**config.mk**
```make
export PLATFORM = sky130hd
export DESIGN_NAME = readout_top
export DESIGN_NICKNAME = d
export VERILOG_FILES = /design/src/source/readout_pkg.sv /design/src/source/reg_bus_if.sv /design/src/source/word_fifo.sv /design/src/source/trigger_unit.sv /design/src/source/trigger_regs.sv /design/src/source/stream_arbiter.sv /design/src/source/readout_regs.sv /design/src/source/readout_top.sv
export SDC_FILE = /design/constraint.sdc
export NUM_CORES = 1
export LEC_CHECK = 0
export BUFFER_PORTS_ARGS = -buffer_cell sky130_fd_sc_hd__buf_4
export CORE_AREA = 2 2 328 298
export CTS_CLUSTER_DIAMETER = 100
export CTS_CLUSTER_SIZE = 25
export DETAILED_ROUTE_END_ITERATION = 8
export DIE_AREA = 0 0 330 300
export PLACE_DENSITY = 0.64
export SYNTH_ARGS = -nofsm -noshare
export SYNTH_HDL_FRONTEND = slang
export SYNTH_SLANG_ARGS = --single-unit
```
**constraint.sdc**
```tcl
create_clock -name BUS_CLK -period 4.16 [get_ports BUS_CLK]
set_input_delay 0.208 -clock BUS_CLK [delete_from_list [all_inputs] [get_ports BUS_CLK]]
set_output_delay 0.208 -clock BUS_CLK [all_outputs]
set_load 0.02 [all_outputs]
```
**src/source/readout_pkg.sv**
```systemverilog
`default_nettype none

package readout_pkg;

    typedef struct packed {
        logic [30:0] hit;    // raw front-end hit word
    } fe_word_t;

    typedef struct packed {
        logic [30:0] number;    // trigger number, first trigger is 1
    } trig_word_t;

    typedef struct packed {
        logic        tag;    // 1 trigger, 0 front end
        logic [30:0] payload;
    } out_word_t;

    localparam int FIFO_DEPTH = 16;
    localparam int FIFO_AW    = 4;

    // upper address byte selects the page
    localparam logic [7:0] TRIG_BASE    = 8'h00;
    localparam logic [7:0] READOUT_BASE = 8'h01;

    localparam logic [7:0] TRIG_CTRL   = 8'd0;
    localparam logic [7:0] TRIG_CLEAR  = 8'd1;
    localparam logic [7:0] TRIG_COUNT0 = 8'd2;
    localparam logic [7:0] TRIG_COUNT1 = 8'd3;
    localparam logic [7:0] TRIG_COUNT2 = 8'd4;
    localparam logic [7:0] TRIG_COUNT3 = 8'd5;
    localparam logic [7:0] TRIG_DROPS  = 8'd6;

    localparam logic [7:0] RO_STATUS   = 8'd0;
    localparam logic [7:0] RO_DATA0    = 8'd1;
    localparam logic [7:0] RO_DATA1    = 8'd2;
    localparam logic [7:0] RO_DATA2    = 8'd3;
    localparam logic [7:0] RO_DATA3    = 8'd4;    // read pops the head word
    localparam logic [7:0] RO_FE_DROPS = 8'd5;

endpackage

`default_nettype wire

```
**src/source/reg_bus_if.sv**
```systemverilog
`timescale 1ns/100ps
`default_nettype none

interface reg_bus_if;

    logic [7:0] add;         // offset within the page
    logic [7:0] data_in;
    logic       wr;
    logic       rd;
    logic [7:0] data_out;    // combinational read data

    modport master (
        output add, data_in, wr, rd,
        input  data_out
    );

    modport slave (
        input  add, data_in, wr, rd,
        output data_out
    );

endinterface

`default_nettype wire

```
**src/source/word_fifo.sv**
```systemverilog
`timescale 1ns/100ps
`default_nettype none

module word_fifo #(
    parameter type payload_t = logic [30:0]
) (
    input  logic       BUS_CLK,
    input  logic       reset,
    input  logic       push,
    input  payload_t   push_data,
    input  logic       pop,
    output payload_t   head,
    output logic       empty,
    output logic       full,
    output logic [7:0] drops
);

    payload_t mem [readout_pkg::FIFO_DEPTH];

    logic [readout_pkg::FIFO_AW-1:0] wr_ptr;
    logic [readout_pkg::FIFO_AW-1:0] rd_ptr;
    logic [readout_pkg::FIFO_AW:0]   count;
    logic do_push;
    logic do_pop;

    assign empty   = (count == '0);
    assign full    = (count == (readout_pkg::FIFO_AW + 1)'(readout_pkg::FIFO_DEPTH));
    assign do_push = push && !full;
    assign do_pop  = pop && !empty;    // pop on empty is ignored
    assign head    = mem[rd_ptr];

    always_ff @(posedge BUS_CLK) begin
        if (do_push)
            mem[wr_ptr] <= push_data;
    end

    always_ff @(posedge BUS_CLK) begin
        if (reset) begin
            wr_ptr <= '0;
            rd_ptr <= '0;
            count  <= '0;
            drops  <= 8'd0;
        end else begin
            if (do_push)
                wr_ptr <= wr_ptr + 1'b1;    // wraps at depth
            if (do_pop)
                rd_ptr <= rd_ptr + 1'b1;
            case ({do_push, do_pop})
                2'b10:   count <= count + 1'b1;
                2'b01:   count <= count - 1'b1;
                default: count <= count;
            endcase
            if (push && full && drops != 8'hff)
                drops <= drops + 8'd1;    // saturating drop count
        end
    end

endmodule

`default_nettype wire

```
**src/source/trigger_unit.sv**
```systemverilog
`timescale 1ns/100ps
`default_nettype none

module trigger_unit (
    input  logic                     BUS_CLK,
    input  logic                     reset,
    input  logic                     trigger_in,
    input  logic                     veto_in,
    input  logic                     enable,
    input  logic                     veto_enable,
    input  logic                     clear,
    output logic                     push,
    output readout_pkg::trig_word_t  trig_word,
    output logic [30:0]              trig_number
);

    logic trig_s;    // sample register
    logic trig_d;    // edge register
    logic veto_s;
    logic rise;
    logic accept;
    logic [30:0] number;

    assign rise   = trig_s && !trig_d;
    // vetoed edges are lost, not delayed
    assign accept = rise && enable && !(veto_enable && veto_s);

    always_ff @(posedge BUS_CLK) begin
        if (reset) begin
            trig_s <= 1'b0;
            trig_d <= 1'b0;
            veto_s <= 1'b0;
        end else begin
            trig_s <= trigger_in;
            trig_d <= trig_s;
            veto_s <= veto_in;    // sampled alongside the trigger
        end
    end

    always_ff @(posedge BUS_CLK) begin
        if (reset) begin
            number <= 31'd0;
            push   <= 1'b0;
        end else begin
            push <= 1'b0;
            if (clear) begin
                number <= 31'd0;
            end else if (accept) begin
                number <= number + 31'd1;
                push   <= 1'b1;    // word follows the increment
            end
        end
    end

    // number already holds the new value while push is high
    assign trig_word.number = number;
    assign trig_number      = number;

endmodule

`default_nettype wire

```
**src/source/trigger_regs.sv**
```systemverilog
`timescale 1ns/100ps
`default_nettype none

module trigger_regs (
    input  logic        BUS_CLK,
    input  logic        reset,
    reg_bus_if.slave    bus,
    output logic        enable,
    output logic        veto_enable,
    output logic        clear,
    input  logic [30:0] trig_number,
    input  logic [7:0]  trig_drops
);

    logic [1:0]  ctrl;
    logic [31:0] count_word;

    assign enable      = ctrl[0];
    assign veto_enable = ctrl[1];
    assign count_word  = {1'b0, trig_number};

    // clear acts at the same edge as the write
    assign clear = bus.wr && (bus.add == readout_pkg::TRIG_CLEAR);

    always_ff @(posedge BUS_CLK) begin
        if (reset)
            ctrl <= 2'b00;
        else if (bus.wr && bus.add == readout_pkg::TRIG_CTRL)
            ctrl <= bus.data_in[1:0];
    end

    always_comb begin
        case (bus.add)
            readout_pkg::TRIG_CTRL:   bus.data_out = {6'd0, ctrl};
            readout_pkg::TRIG_COUNT0: bus.data_out = count_word[7:0];
            readout_pkg::TRIG_COUNT1: bus.data_out = count_word[15:8];
            readout_pkg::TRIG_COUNT2: bus.data_out = count_word[23:16];
            readout_pkg::TRIG_COUNT3: bus.data_out = count_word[31:24];
            readout_pkg::TRIG_DROPS:  bus.data_out = trig_drops;
            default:                  bus.data_out = 8'd0;    // clear reads zero too
        endcase
    end

endmodule

`default_nettype wire

```
**src/source/stream_arbiter.sv**
```systemverilog
`timescale 1ns/100ps
`default_nettype none

module stream_arbiter (
    input  logic                    BUS_CLK,
    input  logic                    reset,
    input  readout_pkg::fe_word_t   fe_head,
    input  logic                    fe_empty,
    output logic                    fe_pop,
    input  readout_pkg::trig_word_t trig_head,
    input  logic                    trig_empty,
    output logic                    trig_pop,
    output readout_pkg::out_word_t  out_head,
    output logic                    out_valid,
    input  logic                    out_pop
);

    logic grant_trig;    // 1 while the trigger queue owns the output

    assign fe_pop   = out_pop && !grant_trig && !fe_empty;
    assign trig_pop = out_pop && grant_trig && !trig_empty;

    /*
     * trigger words slip in behind a front-end word, or whenever
     * the front-end queue runs dry; one trigger word per grant
     */
    always_ff @(posedge BUS_CLK) begin
        if (reset) begin
            grant_trig <= 1'b0;
        end else if (grant_trig && trig_pop) begin
            grant_trig <= 1'b0;    // back to front end
        end else if (!trig_empty && (fe_empty || fe_pop)) begin
            grant_trig <= 1'b1;
        end
    end

    assign out_valid = grant_trig ? !trig_empty : !fe_empty;

    assign out_head.tag     = grant_trig;
    assign out_head.payload = grant_trig ? trig_head.number : fe_head.hit;

endmodule

`default_nettype wire

```
**src/source/readout_regs.sv**
```systemverilog
`timescale 1ns/100ps
`default_nettype none

module readout_regs (
    input  logic                   BUS_CLK,
    input  logic                   reset,
    reg_bus_if.slave               bus,
    input  readout_pkg::out_word_t out_head,
    input  logic                   out_valid,
    output logic                   out_pop,
    input  logic [7:0]             fe_drops
);

    logic [31:0] head_bits;
    logic        last_byte_rd;

    assign head_bits = out_head;

    // reading the top byte of a valid word consumes it
    assign last_byte_rd = bus.rd && (bus.add == readout_pkg::RO_DATA3) && out_valid;

    // pop lands one cycle after the read so the head stays stable until then
    always_ff @(posedge BUS_CLK) begin
        if (reset)
            out_pop <= 1'b0;
        else
            out_pop <= last_byte_rd;
    end

    always_comb begin
        case (bus.add)
            readout_pkg::RO_STATUS:   bus.data_out = {7'd0, out_valid && !out_pop};
            readout_pkg::RO_DATA0:    bus.data_out = head_bits[7:0];
            readout_pkg::RO_DATA1:    bus.data_out = head_bits[15:8];
            readout_pkg::RO_DATA2:    bus.data_out = head_bits[23:16];
            readout_pkg::RO_DATA3:    bus.data_out = head_bits[31:24];    // tag in bit 7
            readout_pkg::RO_FE_DROPS: bus.data_out = fe_drops;
            default:                  bus.data_out = 8'd0;
        endcase
    end

endmodule

`default_nettype wire

```
**src/source/readout_top.sv**
```systemverilog
`timescale 1ns/100ps
`default_nettype none

module readout_top (
    input  logic        BUS_CLK,
    input  logic        reset,
    input  logic [15:0] add,
    input  logic [7:0]  data_in,
    input  logic        wr,
    input  logic        rd,
    output logic [7:0]  data_out,
    input  logic [30:0] fe_data,
    input  logic        fe_valid,
    input  logic        trigger_in,
    input  logic        veto_in
);

    reg_bus_if trig_bus ();
    reg_bus_if ro_bus ();

    logic trig_sel;
    logic ro_sel;

    readout_pkg::fe_word_t   fe_word;
    readout_pkg::fe_word_t   fe_head;
    readout_pkg::trig_word_t trig_word;
    readout_pkg::trig_word_t trig_head;
    readout_pkg::out_word_t  out_head;

    logic fe_pop, fe_empty;
    logic trig_push, trig_pop, trig_empty;
    logic out_valid, out_pop;
    logic enable, veto_enable, trig_clear;
    logic [30:0] trig_number;
    logic [7:0]  fe_drops, trig_drops;

    // page decode on the upper address byte
    assign trig_sel = (add[15:8] == readout_pkg::TRIG_BASE);
    assign ro_sel   = (add[15:8] == readout_pkg::READOUT_BASE);

    assign trig_bus.add     = add[7:0];
    assign trig_bus.data_in = data_in;
    assign trig_bus.wr      = wr && trig_sel;
    assign trig_bus.rd      = rd && trig_sel;

    assign ro_bus.add     = add[7:0];
    assign ro_bus.data_in = data_in;
    assign ro_bus.wr      = wr && ro_sel;
    assign ro_bus.rd      = rd && ro_sel;

    always_comb begin
        if (trig_sel)
            data_out = trig_bus.data_out;
        else if (ro_sel)
            data_out = ro_bus.data_out;
        else
            data_out = 8'd0;    // unmapped page
    end

    assign fe_word.hit = fe_data;

    word_fifo #(.payload_t(readout_pkg::fe_word_t)) fe_fifo (
        .BUS_CLK(BUS_CLK), .reset(reset),
        .push(fe_valid), .push_data(fe_word), .pop(fe_pop),
        .head(fe_head), .empty(fe_empty), .full(), .drops(fe_drops)
    );

    word_fifo #(.payload_t(readout_pkg::trig_word_t)) trig_fifo (
        .BUS_CLK(BUS_CLK), .reset(reset),
        .push(trig_push), .push_data(trig_word), .pop(trig_pop),
        .head(trig_head), .empty(trig_empty), .full(), .drops(trig_drops)
    );

    trigger_unit trig_unit (
        .BUS_CLK(BUS_CLK), .reset(reset),
        .trigger_in(trigger_in), .veto_in(veto_in),
        .enable(enable), .veto_enable(veto_enable), .clear(trig_clear),
        .push(trig_push), .trig_word(trig_word), .trig_number(trig_number)
    );

    trigger_regs trig_regs (
        .BUS_CLK(BUS_CLK), .reset(reset), .bus(trig_bus.slave),
        .enable(enable), .veto_enable(veto_enable), .clear(trig_clear),
        .trig_number(trig_number), .trig_drops(trig_drops)
    );

    stream_arbiter arbiter (
        .BUS_CLK(BUS_CLK), .reset(reset),
        .fe_head(fe_head), .fe_empty(fe_empty), .fe_pop(fe_pop),
        .trig_head(trig_head), .trig_empty(trig_empty), .trig_pop(trig_pop),
        .out_head(out_head), .out_valid(out_valid), .out_pop(out_pop)
    );

    readout_regs ro_regs (
        .BUS_CLK(BUS_CLK), .reset(reset), .bus(ro_bus.slave),
        .out_head(out_head), .out_valid(out_valid), .out_pop(out_pop),
        .fe_drops(fe_drops)
    );

endmodule

`default_nettype wire

```
==> run summary <==
Outcome - finished, violations left
Failing checks - DRC
Worst EP required - 3950 ps
Power Total - 17.6 mW
Worst slew pin tran - 1000 ps
HPWL Detailed - 62.7 mm
Crit path DAT - 3920 ps
Average wire per standard cell - 28.6 um
Core area - 95700 um^2
Max FO, Critical Path - 33
Startpoint types - register
Placed Cells - 3531
Port-buffer cells - 63
Buf/Inv on CP - 3
Htree depth - 2
Die ar. - 99000 um^2
GRT met2 Usage - 0.338
Top Ports - 70
Max IR drop VDD - 0.348 mV
Met1 usage - 0.302
Synth cell types - 69
Worst path max stage delay - 540 ps
Post-layout min period - 4130 ps
Worst Skew - 23.1 ps
Slew HR - 0.332
Row cnt - 108
Routability Congestion - 0.870
Deepest clock path buffer count - 3
Mean Syn Cell Area - 19.4 um^2
Synthesis Warnings - 0
DIE WIDTH - 330 um
Fmax - 242 MHz
Iteration-0 DRC Markers - 2595
Share of layout cells above drive strength 1 - 0.230
Leakage power - 14.4 nW
Top_reg_cell synth - edfxtp_1
Mapped Nets - 2288
Slowest-stage cell, CP - mux4_2
FILL cells - 7743
Final WL - 105 mm
Final Max Tran Viols - 0
Clk_lat worst skew - 640 ps
Multi-input logic area - 10600 um^2
Grt total ovfl - 0
Register area - 31600 um^2
Initial antenna violation count - 12
Vias in the first global route - 21900
Cts bufs inserted - 49
Largest net degree at the start of global routing - 53
Setup_tns - 0 ps
GRT Util Overall - 0.211
Most used cell, CP - buf_4
Area leader, netlist - edfxtp_1
Max cap viols - 0
Most area-consuming cells after synthesis - edfxtp_1 (70%), mux4_2 (13%), dfxtp_1 (4.2%), mux2i_1 (1.2%), nor2_1 (1.2%)
Cells after Synth - 2203
Largest delay share family, worst path - compound AO/OA/AOI/OAI gates
Flops & latches, synth - 1081
Met3 Track Usage GR - 0.0437
Busiest grt layer - met2
Clk sinks - 1081
Worst-path clk slew - 100 ps
Final setup viols - 0
Clk Tree Root Cell - clkbuf_16
First-pass GRT wire length - 151 mm
Post-Syn Area - 42600 um^2
Most frequent cell after synthesis - edfxtp_1
Seq/Total Area, Yosys - 0.740
Drt first pass iters - 8
Layout Nets - 2451
Endpoints failing hold - 0
Critical Setup Path Class - reg -> out
Die Height - 300 um
Initial core utilization - 0.446
Hold Crit Class - in -> reg
PD cells - 372 nW/um^2
Finished Layout Cells - 3657
Setup WS post-layout - 32.2 ps
Tcrit/Tclk final - 0.992
Total number of vias - 21900
Worst Setup End Kind - primary output
Residual DRC - 5
Via density - 5.99
Cells along the critical path - buf_16 -> mux4_2 -> mux2_2 -> a221oi_1 -> o31ai_1 -> a2111oi_2 -> buf_4 -> o21ai_1 -> buf_4
Top cell type's share of synthesized area - 0.699
Commonest cells in the netlist - edfxtp_1 (992), mux4_2 (237), nor2_1 (133), dfxtp_1 (89), nand2_1 (80)
Area delta synth->final - 10.9%
DP Worst Slack - 445 ps
EDFF count, synth - 992
Ys async rst share - 0
Routed Antenna Nets - 0
CTS tree - yes
-- registers in the layout (all words and copies together) (netlist names), 5 cells and up, named ones only --
name	cells
fe_fifo.mem	496
fe_fifo.count	5
trig_fifo.mem	496
fe_fifo.drops	8
trig_unit.trig_number	31
trig_fifo.drops	8
trig_fifo.count	5
-- layer usage --
metal / share of wire / wire length, um / vias up
li1: - / - / 9259
met1: 0.41 / 43300 / 11500
met2: 0.48 / 49900 / 926
met3: 0.088 / 9190 / 147
met4: 0.021 / 2170 / 16
met5: 0.00093 / 97 / -
-- path summary, 6_finish.rpt --
check,from,to,slack (ps),cells after the start
worst min-delay path,reset,trig_fifo.wr_ptr[3],40,2
worst max register to register,trig_unit.trig_number[2],trig_unit.trig_number[29],730,7
worst min register to register,trig_unit.trig_s,trig_unit.trig_d,500,1
worst max-delay path,register,data_out[1],30,9
-- cells by family (layout without fill, tap and decap cells) --
group / count (synthesis) / in the layout / synth area share
other: 0 / 3 / 0
buffers and inverters: 138 / 324 / 0.0173
muxes: 317 / 317 / 0.148
AOI/OAI and AO/OA: 200 / 200 / 0.0324
and+or+nand+nor: 389 / 389 / 0.0437
DFF: 1081 / 1081 / 0.740
adders and majority gates: 23 / 23 / 0.00710
xor gates and xnor gates: 55 / 55 / 0.0113
-- per-stage QoR --
stage / hold WS (ps) / util / instance area (um^2)
final: 38.6 / 0.494 / 47300
after CTS: 23.1 / 0.494 / 47300
after global placement: 426 / 0.474 / 45400
after detailed placement: 434 / 0.474 / 45400
after floorplan: 307 / - / 42600
after global routing: 75.4 / 0.494 / 47300
-- power breakdown --
group          total, mW  switching [mW]  internal (mW)
Combinational      0.336           0.213          0.123
Sequential          11.8          0.0171           11.8
Clock               5.44            3.23           2.22
-- what timing repair did --
action	in CTS	in global routing
endpoints found under the setup margin	7	4
endpoints found under the hold margin	501	0
resized for setup	6	4
setup buffers	9	2
hold buffers	38	0
-- cells in the final DEF (no fill, tap or decap), types with 15 or more instances in the layout --
master,instances
a21oi_1,46
a22oi_1,37
buf_12,16
buf_4,164
clkbuf_1,20
clkbuf_16,49
dfxtp_1,81
dlygate4sd3_1,38
edfxtp_1,992
ha_1,21
inv_1,24
mux2_2,19
mux2i_1,52
mux4_2,237
nand2_1,80
nand3_1,42
nand4_1,23
nor2_1,109
nor2_4,24
nor2b_1,18
nor3_1,15
o21ai_0,29
or3_1,16
xnor2_1,19
xor2_1,36
-- final cells by class --
type / instances / share of cell area
flip-flops and latches: 1081 / 0.668
well taps: 1265 / 0.0335
clock inverters: 5 / 0.00140
multi-input cells: 984 / 0.224
inverters: 25 / 0.00198
diodes: 3 / 0.000159
repair buffers: 225 / 0.0434
clock buffers: 69 / 0.0275
(Power assumes the default switching activity.)
